## config.mk

```make
export PLATFORM = sky130hd
export DESIGN_NAME = yaw_tracker_top
export DESIGN_NICKNAME = d
export VERILOG_FILES = /design/src/common/angle_pkg.sv /design/src/common/imu_pkg.sv /design/src/rtl/gyro_integrator.sv /design/src/rtl/relative_yaw.sv /design/src/rtl/yaw_tracker_top.sv /design/src/yaw_normalizer/yaw_normalizer.sv
export VERILOG_INCLUDE_DIRS = /design/src /design/src/common
export SDC_FILE = /design/constraint.sdc
export NUM_CORES = 1
export LEC_CHECK = 0
export BUFFER_PORTS_ARGS = -buffer_cell sky130_fd_sc_hd__buf_2
export CAP_MARGIN = 10
export CORE_ASPECT_RATIO = 0.5
export CORE_MARGIN = 5
export CORE_UTILIZATION = 47
export CTS_BUF_LIST = sky130_fd_sc_hd__clkbuf_4 sky130_fd_sc_hd__clkbuf_8
export DETAILED_ROUTE_END_ITERATION = 10
export PLACE_DENSITY = 0.73
export SYNTH_ARGS = -nofsm -noshare
export SYNTH_HDL_FRONTEND = slang
export SYNTH_HIERARCHICAL = 1
export SYNTH_SLANG_ARGS = --single-unit
```

## constraint.sdc

```tcl
create_clock -name clk -period 12 [get_ports clk]
set_input_delay 1.2 -clock clk [delete_from_list [all_inputs] [get_ports clk]]
set_output_delay 1.2 -clock clk [all_outputs]
set_load 0.01 [all_outputs]
```

## src/common/angle_macros.svh

```systemverilog
`ifndef ANGLE_MACROS_SVH
`define ANGLE_MACROS_SVH

// Angle word layout, Q16.15 degrees
`define ANGLE_WIDTH      32
`define ANGLE_FRAC_BITS  15
// Signed whole-degree part of the angle word
`define ANGLE_INT_BITS   (`ANGLE_WIDTH - `ANGLE_FRAC_BITS)

// Gyro rate sample layout, Q8.7 degrees per sample
`define RATE_WIDTH       16
`define RATE_FRAC_BITS   7

// Left shift that moves a rate sample onto the angle grid
`define RATE_SHIFT       (`ANGLE_FRAC_BITS - `RATE_FRAC_BITS)

// 360 * 2^15
`define DEG_360          (32'sd11796480)
// 180 * 2^15
`define DEG_180          (32'sd5898240)

// Whole-degree heading, 0 to 359
`define HEADING_WIDTH    9
`define HEADING_MAX      359

`endif

```

## src/common/angle_pkg.sv

```systemverilog
`default_nettype none

package angle_pkg;

`include "angle_macros.svh"

    // Signed Q16.15 angle in degrees
    // Raw integrator output is unwrapped, normalized values stay inside one turn
    typedef logic signed [`ANGLE_WIDTH-1:0] angle_t;

    // Field view of the same word
    // Upper bits carry signed whole degrees, lower bits the fraction
    typedef struct packed {
        logic signed [`ANGLE_INT_BITS-1:0]  int_deg;
        logic        [`ANGLE_FRAC_BITS-1:0] frac;
    } angle_fields_t;

    // One angle word, two readings
    // Arithmetic uses value, heading extraction uses fields
    typedef union packed {
        angle_t        value;
        angle_fields_t fields;
    } angle_word_u;

    // Whole degrees of a normalized heading
    typedef logic [`HEADING_WIDTH-1:0] heading_t;

endpackage

`default_nettype wire

```

## src/common/imu_pkg.sv

```systemverilog
`default_nettype none

package imu_pkg;

`include "angle_macros.svh"

    // Yaw-rate sample from one gyro
    // Signed Q8.7, degrees per sample strobe
    // Range is roughly -256 to +256 degrees per sample
    typedef logic signed [`RATE_WIDTH-1:0] rate_t;

endpackage

`default_nettype wire

```

## src/rtl/gyro_integrator.sv

```systemverilog
`timescale 1ns/1ps
`default_nettype none

`include "angle_macros.svh"

module gyro_integrator (
    input  logic              clk,
    input  logic              rst_n,
    input  logic              sample_valid,
    input  imu_pkg::rate_t    rate,
    output angle_pkg::angle_t raw_yaw,
    output logic              raw_valid
);

    // Rate moved onto the Q16.15 angle grid
    angle_pkg::angle_t rate_scaled;
    // Running yaw, deliberately never wrapped
    angle_pkg::angle_t acc_q;
    angle_pkg::angle_t acc_next;

    // Widen with sign first, then shift up by the fraction difference
    assign rate_scaled = angle_pkg::angle_t'(rate) <<< `RATE_SHIFT;

    assign acc_next = acc_q + rate_scaled;

    // Accumulate only on a sample strobe
    // Value holds between strobes
    always_ff @(posedge clk or negedge rst_n) begin
        if (!rst_n) begin
            acc_q <= '0;
        end else if (sample_valid) begin
            acc_q <= acc_next;
        end
    end

    // Valid is the strobe delayed by one clock
    always_ff @(posedge clk or negedge rst_n) begin
        if (!rst_n) begin
            raw_valid <= 1'b0;
        end else begin
            raw_valid <= sample_valid;
        end
    end

    assign raw_yaw = acc_q;

    // Signed overflow of the running sum
    // Operands agree in sign but the sum flips, the turn count is lost
    acc_no_overflow_a: assert property (
        @(posedge clk) disable iff (!rst_n)
        sample_valid |->
            !((acc_q[`ANGLE_WIDTH-1] == rate_scaled[`ANGLE_WIDTH-1]) &&
              (acc_next[`ANGLE_WIDTH-1] != acc_q[`ANGLE_WIDTH-1]))
    );

endmodule

`default_nettype wire

```

## src/rtl/relative_yaw.sv

```systemverilog
`timescale 1ns/1ps
`default_nettype none

`include "angle_macros.svh"

module relative_yaw (
    input  logic                clk,
    input  logic                rst_n,
    input  logic                norm_valid,
    input  angle_pkg::angle_t   yaw_a,
    input  angle_pkg::angle_t   yaw_b,
    output angle_pkg::angle_t   rel_yaw,
    output angle_pkg::heading_t heading,
    output logic                out_valid
);

    // Both inputs lie in 0 to 360, so the raw difference is within one turn
    angle_pkg::angle_t   diff;
    angle_pkg::angle_t   rel_next;

    // Channel A seen through its field view
    angle_pkg::angle_word_u a_word;
    angle_pkg::heading_t    heading_next;

    assign diff = yaw_a - yaw_b;

    // Fold into -180 to below +180
    always_comb begin
        if (diff >= `DEG_180) begin
            rel_next = diff - `DEG_360;
        end else if (diff < -`DEG_180) begin
            rel_next = diff + `DEG_360;
        end else begin
            rel_next = diff;
        end
    end

    // Whole degrees, fraction dropped by truncation
    // yaw_a is never negative here, so the low bits of int_deg are the heading
    assign a_word.value  = yaw_a;
    assign heading_next = a_word.fields.int_deg[`HEADING_WIDTH-1:0];

    always_ff @(posedge clk or negedge rst_n) begin
        if (!rst_n) begin
            rel_yaw   <= '0;
            heading   <= '0;
            out_valid <= 1'b0;
        end else begin
            out_valid <= norm_valid;
            if (norm_valid) begin
                rel_yaw <= rel_next;
                heading <= heading_next;
            end
        end
    end

    rel_range_a: assert property (
        @(posedge clk) disable iff (!rst_n)
        out_valid |-> (rel_yaw >= -`DEG_180) && (rel_yaw < `DEG_180)
    );

    heading_range_a: assert property (
        @(posedge clk) disable iff (!rst_n)
        out_valid |-> (heading <= `HEADING_MAX)
    );

endmodule

`default_nettype wire

```

## src/rtl/yaw_tracker_top.sv

```systemverilog
`timescale 1ns/1ps
`default_nettype none

module yaw_tracker_top (
    input  logic                clk,
    input  logic                rst_n,
    input  logic                sample_valid,
    input  logic                calibrate,
    input  imu_pkg::rate_t      rate_a,
    input  imu_pkg::rate_t      rate_b,
    output angle_pkg::angle_t   yaw_a,
    output angle_pkg::angle_t   yaw_b,
    output angle_pkg::angle_t   rel_yaw,
    output angle_pkg::heading_t heading,
    output logic                out_valid
);

    // calibrate is only meaningful with a strobe, aligned here to raw_valid
    logic              calibrate_q;

    angle_pkg::angle_t raw_yaw_a;
    angle_pkg::angle_t raw_yaw_b;
    logic              raw_valid_a;
    logic              raw_valid_b;

    angle_pkg::angle_t norm_yaw_a;
    angle_pkg::angle_t norm_yaw_b;
    logic              norm_valid_a;

    always_ff @(posedge clk or negedge rst_n) begin
        if (!rst_n) begin
            calibrate_q <= 1'b0;
        end else begin
            calibrate_q <= sample_valid && calibrate;
        end
    end

    // Channel A
    gyro_integrator gyro_integrator_a_i (
        .clk          (clk),
        .rst_n        (rst_n),
        .sample_valid (sample_valid),
        .rate         (rate_a),
        .raw_yaw      (raw_yaw_a),
        .raw_valid    (raw_valid_a)
    );

    yaw_normalizer yaw_normalizer_a_i (
        .clk        (clk),
        .rst_n      (rst_n),
        .raw_valid  (raw_valid_a),
        .raw_yaw    (raw_yaw_a),
        .calibrate  (calibrate_q),
        .norm_yaw   (norm_yaw_a),
        .norm_valid (norm_valid_a)
    );

    // Channel B
    gyro_integrator gyro_integrator_b_i (
        .clk          (clk),
        .rst_n        (rst_n),
        .sample_valid (sample_valid),
        .rate         (rate_b),
        .raw_yaw      (raw_yaw_b),
        .raw_valid    (raw_valid_b)
    );

    // Same strobe as channel A, so its valid is a copy and stays open
    yaw_normalizer yaw_normalizer_b_i (
        .clk        (clk),
        .rst_n      (rst_n),
        .raw_valid  (raw_valid_b),
        .raw_yaw    (raw_yaw_b),
        .calibrate  (calibrate_q),
        .norm_yaw   (norm_yaw_b),
        .norm_valid ()
    );

    // Relative stage runs off channel A's valid only
    relative_yaw relative_yaw_i (
        .clk        (clk),
        .rst_n      (rst_n),
        .norm_valid (norm_valid_a),
        .yaw_a      (norm_yaw_a),
        .yaw_b      (norm_yaw_b),
        .rel_yaw    (rel_yaw),
        .heading    (heading),
        .out_valid  (out_valid)
    );

    // One register per channel so the yaws line up with out_valid
    always_ff @(posedge clk or negedge rst_n) begin
        if (!rst_n) begin
            yaw_a <= '0;
            yaw_b <= '0;
        end else if (norm_valid_a) begin
            yaw_a <= norm_yaw_a;
            yaw_b <= norm_yaw_b;
        end
    end

endmodule

`default_nettype wire

```

## src/yaw_normalizer/yaw_normalizer.sv

```systemverilog
`timescale 1ns/1ps
`default_nettype none

`include "angle_macros.svh"

module yaw_normalizer (
    input  logic              clk,
    input  logic              rst_n,
    input  logic              raw_valid,
    input  angle_pkg::angle_t raw_yaw,
    input  logic              calibrate,
    output angle_pkg::angle_t norm_yaw,
    output logic              norm_valid
);

    // Calibration offset, raw angle that maps to zero
    angle_pkg::angle_t offset_q;

    // Stage 1, offset removed but not yet folded
    angle_pkg::angle_t s1_diff;
    logic              s1_valid;

    // Stage 2 combinational fold
    angle_pkg::angle_t rem;
    angle_pkg::angle_t folded;

    // Capture the current raw angle on a calibrate sample
    always_ff @(posedge clk or negedge rst_n) begin
        if (!rst_n) begin
            offset_q <= '0;
        end else if (raw_valid && calibrate) begin
            offset_q <= raw_yaw;
        end
    end

    // Stage 1
    // Calibrating sample sees the new offset already, so its result is exactly zero
    always_ff @(posedge clk or negedge rst_n) begin
        if (!rst_n) begin
            s1_diff  <= '0;
            s1_valid <= 1'b0;
        end else begin
            s1_valid <= raw_valid;
            if (raw_valid) begin
                s1_diff <= calibrate ? '0 : (raw_yaw - offset_q);
            end
        end
    end

    // Signed remainder keeps the sign of the dividend
    // One correction step lifts a negative remainder into 0 to 360
    always_comb begin
        rem = s1_diff % `DEG_360;
        if (rem < 0) begin
            folded = rem + `DEG_360;
        end else begin
            folded = rem;
        end
    end

    // Stage 2
    always_ff @(posedge clk or negedge rst_n) begin
        if (!rst_n) begin
            norm_yaw   <= '0;
            norm_valid <= 1'b0;
        end else begin
            norm_valid <= s1_valid;
            if (s1_valid) begin
                norm_yaw <= folded;
            end
        end
    end

    // Normalized output stays within one turn
    norm_range_a: assert property (
        @(posedge clk) disable iff (!rst_n)
        norm_valid |-> (norm_yaw >= 0) && (norm_yaw < `DEG_360)
    );

endmodule

`default_nettype wire
```

Word level (Yosys, flattened, before mapping)
Index checks and enable logic that the tools add are counted.
{"block": "totals", "out_inout_bits": 106, "ff_bits": 366, "in_bits": 36, "elab_cells": 40}
{"block": "op_classes", "muxes": 6, "div_mod_pow": 2, "magnitude_cmp": 4, "n_reduce_logical": 2, "addsub": 9}
{"operator": "32-bit 2-to-1 mux", "n": 6}
{"operator": "32-bit by 25-bit adder with 32-bit output, second input constant", "n": 3}
{"operator": "32-bit subtractor", "n": 3}
{"operator": "32-bit by 24-bit adder with 32-bit output", "n": 2}
{"operator": "32-bit by 1-bit less-than comparator with 1-bit output, second input constant", "n": 2}
{"operator": "32-bit by 25-bit modulo with 32-bit output, second input constant", "n": 2}
{"operator": "32-bit by 24-bit greater-or-equal comparator with 1-bit output, second input constant", "n": 1}
{"operator": "32-bit by 24-bit less-than comparator with 1-bit output, second input constant", "n": 1}
{"operator": "32-bit by 25-bit subtractor with 32-bit output, second input constant", "n": 1}
{"operator": "1-bit logical AND", "n": 2}

Logic depth before layout (Yosys ltp)
Gate-level depths: netlist (run 1).
{"block": "logic_depth", "word_depth": 4, "mapped_depth": 35, "mapped_depth_nobuf": 32}

By module
The synthesis (run 1) kept the hierarchy.
{"module": "yaw_normalizer", "cells_each": 1064, "area_per_inst_um2": 8882.3, "seq_area_each_um2": 2452.4, "instances": 2}
{"module": "gyro_integrator", "cells_each": 256, "area_per_inst_um2": 2343.5, "seq_area_each_um2": 625.6, "instances": 2}
{"module": "relative_yaw", "cells_each": 551, "area_per_inst_um2": 4498.1, "seq_area_each_um2": 1051.0, "instances": 1}
{"module": "yaw_tracker_top", "cells_each": 137, "area_per_inst_um2": 2710.1, "seq_area_each_um2": 1626.6, "instances": 1}

Least setup slack after synthesis (run 1)
OpenSTA, ideal clock, no wires.
{"block": "synth_timing", "kind": "flip-flop to flip-flop", "start": "register yaw_normalizer_a_i.s1_diff[0]", "end": "register yaw_normalizer_a_i.norm_yaw[19]", "n_path_buf": 2, "path_slack_ps": 3668, "period_less_slack_ps": 8332, "setup_ps": 125, "path_stages_with_launch": 33, "arrival_ps": 8207, "cell_sequence": "dfrtp_1 inv_1 ha_1 nor4b_2 and3_1 nand3_1 a31o_1 a2111oi_4 o221ai_1 a21oi_1 buf_2 o2111ai_2 a41oi_1 buf_4 mux2i_4 nand3_1 a2111oi_0 nor3b_4 mux2_4 xnor2_1 or3_1 a31o_1 or2_1 a311o_1 and3_1 o311ai_4 mux2i_1 xnor2_2 nand3_1 o21ai_2 nor2_1 xnor2_1 mux2_2"}
{"block": "synth_via", "elab_chain_len": 3}
{"item": "start: declaration", "line_no": "yaw_normalizer.sv:20", "rtl": "angle_pkg::angle_t s1_diff;"}
{"item": "start signal: assignment", "line_no": "yaw_normalizer.sv:45", "rtl": "s1_diff <= calibrate ? '0 : (raw_yaw - offset_q);"}
{"item": "32-bit by 25-bit modulo with 32-bit output (no line) *"}
{"item": "32-bit by 25-bit adder with 32-bit output (no line) or 32-bit by 1-bit less-than comparator with 1-bit output (tied branches)"}
{"item": "32-bit 2-to-1 mux *", "line_no": "yaw_normalizer.sv:54", "rtl": "if (rem < 0) begin"}
{"item": "end signal: assignment", "line_no": "yaw_normalizer.sv:69", "rtl": "norm_yaw <= folded;"}
{"item": "end: declaration", "line_no": "yaw_normalizer.sv:12", "rtl": "output angle_pkg::angle_t norm_yaw,"}
Every way passes the cells marked *; elsewhere a longest branch is shown, timed or not.
A chain may end at the register's enable or synchronous reset.

Final worst setup path (run 1)
{"block": "layout_timing", "start": "register yaw_normalizer_b_i.s1_diff[11]", "end": "register yaw_normalizer_b_i.norm_yaw[31]"}
{"block": "layout_via", "elab_chain_len": 3}
{"item": "start: declaration", "line_no": "yaw_normalizer.sv:20"}
{"item": "start signal: assignment", "line_no": "yaw_normalizer.sv:45"}
{"item": "32-bit by 25-bit modulo with 32-bit output (no line) *"}
{"item": "32-bit by 25-bit adder with 32-bit output (no line) or 32-bit by 1-bit less-than comparator with 1-bit output (tied branches)"}
{"item": "32-bit 2-to-1 mux *", "line_no": "yaw_normalizer.sv:54"}
{"item": "end signal: assignment", "line_no": "yaw_normalizer.sv:69"}
{"item": "end: declaration", "line_no": "yaw_normalizer.sv:12"}
Marked as above.

==> reports/qor.yml, run 1 <==
setup_path:
  cp-end-kind: "flip-flop"
  critical_path_arrival_ns: 11.47
  r2r_end: "yaw_normalizer_b_i/norm_yaw[31]"
  setup.worst_path.class: "reg2reg"
  rr_startpoint: "yaw_normalizer_b_i/s1_diff[11]"
  cp_slowest_cell: "a41oi_2"
  critPathMaxStageDelay_ns: 0.91
  crit_required_ns: 12.57
  startpoint: "yaw_normalizer_b_i/s1_diff[11]"
  reg2reg_setup_slack_ns: 1.10
  cp-start-kind: "flip-flop"
  endpoint: "yaw_normalizer_b_i/norm_yaw[31]"
  crit_fanout: 20
  reg2regPathDepth: 28
global_routing:
  grt_pass1_vias: 24370
  grt_max_degree: 159
  antenna_found_initial: 0
  grt_pass1_wl_mm: 128.6
  grt_usage_pct: 22.41
  grt-ovfl-total: 0
run_status:
  outcome: "completed"
min_path:
  whs_path_depth: 2
  hold_path_class: "reg2reg"
synthesis:
  netlist_area_um2: 29630
  synthesis.instances: 3327
  syn_area_per_cell_um2: 8.907
  yosys_warnings: 6
clock_tree:
  clock_path_buffers: 3
  ctsHoldBuffers: 0
  clk_latency_ns: 0.64
  h-tree-depth: 2
  cts_buffers: 54
  path_clk_slew_ns: 0.06
  clkSinkCount: 352
  cts_tree: "yes"
  clockRootBuffer: "clkbuf_8"
sta:
  period_minus_slack_ns: 10.90
  setup-tns-final_ns: 0
  max_clock_freq_mhz: 91.75
  grt_setup_unrepaired: "no"
  max_slew_margin_pct: 22.86
  setup_viol: 0
  final_max_slew_viol_count: 0
  fin_skew_ns: 0.04080
  finalHoldViolations: 0
  post-route-period-util_pct: 90.83
  tightest_slew_ns: 1.149
detailed_routing:
  viasPerCell: 6.008
  num_vias: 25670
  drt-total-wl_mm: 78.63
  drcViolationCount: 0
  drt-pass1-iter-count: 5
  drt-initial-drc-count: 2101
  wire_per_inst_um: 18.40
  ant_nets: 0
die:
  num_rows: 65
  ios: 142
  die_area_um2: 68480
  start_util_pct: 47.26
  die_w_um: 365.1
  fp.coreArea_um2: 62700
  die_h_um: 187.6
place:
  port_buffers: 141
  place_congestion: 0.9539
  place_hpwl_mm: 60.34
cells_and_area:
  n_antenna_cell: 0
  nNetsFinal: 3582
  area_delta_synth_final_pct: 7.520
  drive_above_1_share_pct: 17.78
  fillers: 5842
flow_run:
  cap_viol_max_count: 0
[what timing repair did]
| action | CTS | global route |
|---|---|---|
| buffers inserted | 0 | 0 |
| setup endpoints to repair | 0 | 8 |
| endpoints found under the hold margin | 0 | 0 |
| resized for setup | 0 | 1 |
[metal layers]
metal / share of wire, % / GRT usage [%] / vias to the layer above
met5: 0 / 0 / -
met4: 1.9 / 4.813 / 0
met3: 5.5 / 3.123 / 108
li1: - / - / 12330
met2: 46 / 36.37 / 707
met1: 47 / 31.99 / 12530
[state kept, by name, indices dropped and copies added (netlist names)]
register                       cells
gyro_integrator_a_i/raw_yaw       24
gyro_integrator_b_i/raw_valid      1
yaw_normalizer_a_i/norm_yaw       32
yaw_b                             32
yaw_normalizer_a_i/s1_diff        32
relative_yaw_i/rel_yaw            32
yaw_a                             32
yaw_normalizer_a_i/norm_valid      1
yaw_normalizer_b_i/s1_valid        1
yaw_normalizer_a_i/s1_valid        1
calibrate_q                        1
yaw_normalizer_b_i/norm_yaw       32
gyro_integrator_b_i/raw_yaw       24
relative_yaw_i/heading             9
yaw_normalizer_b_i/offset_q       32
relative_yaw_i/out_valid           1
gyro_integrator_a_i/raw_valid      1
yaw_normalizer_a_i/offset_q       32
yaw_normalizer_b_i/s1_diff        32
[cell type report]
class                   count  area (µm²)  area share [%]
flip-flops and latches    352        8812           27.66
well taps                 837        1047           3.287
clock inverters            13       162.7          0.5105
multi-input cells        2570       18980           59.58
inverters                 263       987.2           3.098
repair buffers            157       848.3           2.662
clock buffers              81        1021           3.204
[through the flow]
step / utilization (%) / cell area (µm²) / worst slack (ns) / hold WS [ns] / std cells
final: 50.82 / 31860 / 1.100 / 0.4764 / 4273
after CTS: 50.80 / 31850 / 1.188 / 0.4838 / 4273
after floorplan: - / 29690 / 3.668 / 0.3519 / 3341
after global routing: 50.82 / 31860 / 0.04686 / 0.5178 / 4273
after detailed placement: 48.91 / 30670 / 1.232 / 0.4680 / 4179
after global placement: 48.91 / 30670 / 1.655 / 0.4685 / 4179
[worst min-delay path by stage]
stage               slack (ns)                         from                       endpoint
global route              0.52   relative_yaw_i/rel_yaw[28]     relative_yaw_i/rel_yaw[28]
global placement          0.47   relative_yaw_i/rel_yaw[28]     relative_yaw_i/rel_yaw[28]
finish                    0.48   relative_yaw_i/rel_yaw[29]     relative_yaw_i/rel_yaw[29]
floorplan                 0.35  yaw_normalizer_a_i/s1_valid  yaw_normalizer_a_i/norm_valid
CTS                       0.48   relative_yaw_i/rel_yaw[29]     relative_yaw_i/rel_yaw[29]
detailed placement        0.47   relative_yaw_i/rel_yaw[29]     relative_yaw_i/rel_yaw[29]
[critical path, delay by kind of cell, from the launching register on]
family           cells  cell delay, ns
AO/OA/AOI/OAI       15            6.20
AND/OR/NAND/NOR      8            2.67
multiplexers         3            1.16
flip-flops           1            0.42
XOR/XNOR             2            0.36
[cells in the final DEF (no fill, tap or decap), types with 17 or more instances in the layout]
cell type / count
a211oi_1: 44
a21o_1: 38
a21oi_1: 216
a31oi_1: 33
and2_1: 17
and3_1: 52
buf_2: 140
clkbuf_8: 66
dfrtp_1: 351
ha_1: 143
inv_1: 263
mux2_2: 164
mux2_4: 64
mux2i_1: 29
nand2_1: 258
nand3_1: 81
nand4_1: 46
nor2_1: 192
nor3_1: 84
nor4_1: 28
o2111ai_1: 20
o211ai_1: 35
o21a_1: 44
o21ai_0: 178
o21ai_1: 34
o22ai_1: 47
o31ai_1: 34
o32ai_1: 29
or3_1: 27
xnor2_1: 205
xor2_1: 51
Power of run 1 is left out: the tool's default activity adds up to more than one toggle a clock period on the data nets, which glitch-free logic cannot reach.
==> run 2: changes to the inputs <==
- ABC_AREA: unset -> 1
==> run 2 against run 1 <==
Critical path depth rose by 39. Core utilization rose by 1.3 points. Cell area increased by 0.67%. Critical path type unchanged. Setup slack better by 3.5 ns. Fmax rose by 47%.
==> reports/qor.yml, run 2 <==
sta:
  finalHoldViolations: 0  # unchanged
  max_clock_freq_mhz: 135.3  # +47%
  setup-tns-final_ns: 0  # unchanged
  post-route-period-util_pct: 61.61  # -29 points
  tightest_slew_ns: 1.156  # +0.006608 ns
  fin_skew_ns: 0.02805  # -0.01276 ns
  grt_setup_unrepaired: "no"
  setup_viol: 0  # unchanged
  final_max_slew_viol_count: 0  # unchanged
  period_minus_slack_ns: 7.393  # -3.506 ns
  max_slew_margin_pct: 22.85  # about the same
clock_tree:
  path_clk_slew_ns: 0.07  # about the same
  cts_buffers: 55  # +1.9%
  ctsHoldBuffers: 0  # unchanged
  clockRootBuffer: "clkbuf_8"
  post_cts_buffers: 0  # unchanged
  h-tree-depth: 2  # unchanged
  clkSinkCount: 352  # unchanged
  clk_latency_ns: 0.65  # about the same
  cts_tree: "yes"
  clock_path_buffers: 3  # unchanged
  cts_resized: 0  # unchanged
detailed_routing:
  drt-pass1-iter-count: 6  # +1
  num_vias: 28020  # +9.2%
  drt-total-wl_mm: 78.75  # +0.16%
  drcViolationCount: 0  # unchanged
  wire_per_inst_um: 14.41  # -22%
  viasPerCell: 5.127  # -15%
  drt-initial-drc-count: 2176  # +3.6%
  ant_nets: 0  # unchanged
die:
  start_util_pct: 47.80  # +0.54 points
  die_h_um: 186.8  # -0.38%
  die_w_um: 363.7  # -0.39%
  ios: 142  # unchanged
  num_rows: 64  # -1.5%
  die_area_um2: 67950  # -0.77%
  fp.coreArea_um2: 61500  # -1.9%
setup_path:
  crit_top_cell: "nand2_1"
  cp-end-kind: "flip-flop"
  critPathMaxStageDelay_ns: 0.41  # -0.50 ns
  cp_slowest_cell: "dfrtp_1"
  critical_path_arrival_ns: 7.91  # -3.56 ns
  setup.worst_path.class: "reg2reg"
  crit_fanout: 7  # -65%
  rr_startpoint: "yaw_normalizer_a_i/s1_diff[0]"
  crit_required_ns: 12.52  # -0.05 ns
  cp-start-kind: "flip-flop"
  startpoint: "yaw_normalizer_a_i/s1_diff[0]"
global_routing:
  grt-ovfl-total: 0  # unchanged
  grt_pass1_vias: 25830  # +6.0%
  grt_max_degree: 85  # -47%
  antenna_found_initial: 0  # unchanged
  grt_usage_pct: 22.68  # +0.27 points
  grt_pass1_wl_mm: 129.5  # +0.63%
place:
  port_buffers: 141  # unchanged
  place_hpwl_mm: 61.44  # +1.8%
  place_congestion: 0.9419  # -1.3%
synthesis:
  yosys_warnings: 6  # unchanged
  syn_area_per_cell_um2: 6.579  # -26%
  netlist_area_um2: 29400  # -0.80%
  synthesis.instances: 4468  # +34%
cells_and_area:
  nNetsFinal: 4779  # +33%
  layout_commonest_cell: "nand2_1"
  drive_above_1_share_pct: 12.97  # -4.8 points
  n_antenna_cell: 0  # unchanged
  most-common-layout-cells: "nand2_1 (1,537), inv_1 (613), dfrtp_1 (351), nor2_1 (351), nand3_1 (322)"
  area_delta_synth_final_pct: 9.117
flow_run:
  cap_viol_max_count: 0  # unchanged
min_path:
  hold_path_class: "reg2reg"
  hp-start: "yaw_b[9]"
run_status:
  outcome: "completed"
## run 2: final cells by class
type | count | area (µm²)
clock inverter | 22 | 276.5
sequential | 352 | 8810
timing repair buffer | 154 | 813.3
clock buffer | 81 | 1033
fill | 6249 | 29420
tap | 825 | 1032
inverter | 671 | 2519
multi-input combinational | 3361 | 17590
## run 2: routing by layer
layer	wire length, µm	part of all wire (%)	GRT usage, %	vias up
met4	1925	2.4	5.913	0
met2	33880	43	35.45	723
li1	-	-	-	14320
met3	4629	5.9	3.359	116
met1	38320	49	32.98	12870
met5	0	0	0	-
## run 2: worst paths after layout
kind	end	slack [ns]	cells past startpoint
worst min-delay path	yaw_b[9]	0.47	2
worst max register to register	yaw_normalizer_a_i/norm_yaw[28]	4.61	67
max in group asynchronous	yaw_normalizer_a_i/norm_valid	9.23	3
worst min register to register	yaw_b[9]	0.47	2
min in group asynchronous	gyro_integrator_a_i/raw_yaw[14]	0.48	1
worst max-delay path	yaw_normalizer_a_i/norm_yaw[28]	4.61	67
## run 2: critical path: cells and delay by family (launching register included)
family                     cells  cell delay, ns
buffers and inverters          4            0.29
DFF                            1            0.41
adders and majority gates      1            0.20
and+or+nand+nor               60            5.86
AOI/OAI and AO/OA              2            0.48
## run 2: through the flow
stage	utilization [%]	hold slack (ns)	instances	area, µm²	setup WS, ns
after detailed placement	50.03	0.4537	5363	30770	4.752
after floorplan	-	0.3519	4482	29450	5.738
after global routing	52.16	0.4719	5466	32080	3.767
final	52.16	0.4687	5466	32080	4.607
after CTS	52.16	0.4454	5466	32080	4.732
after global placement	50.03	0.4488	5363	30770	5.015
Power of run 2 is left out for the same reason.
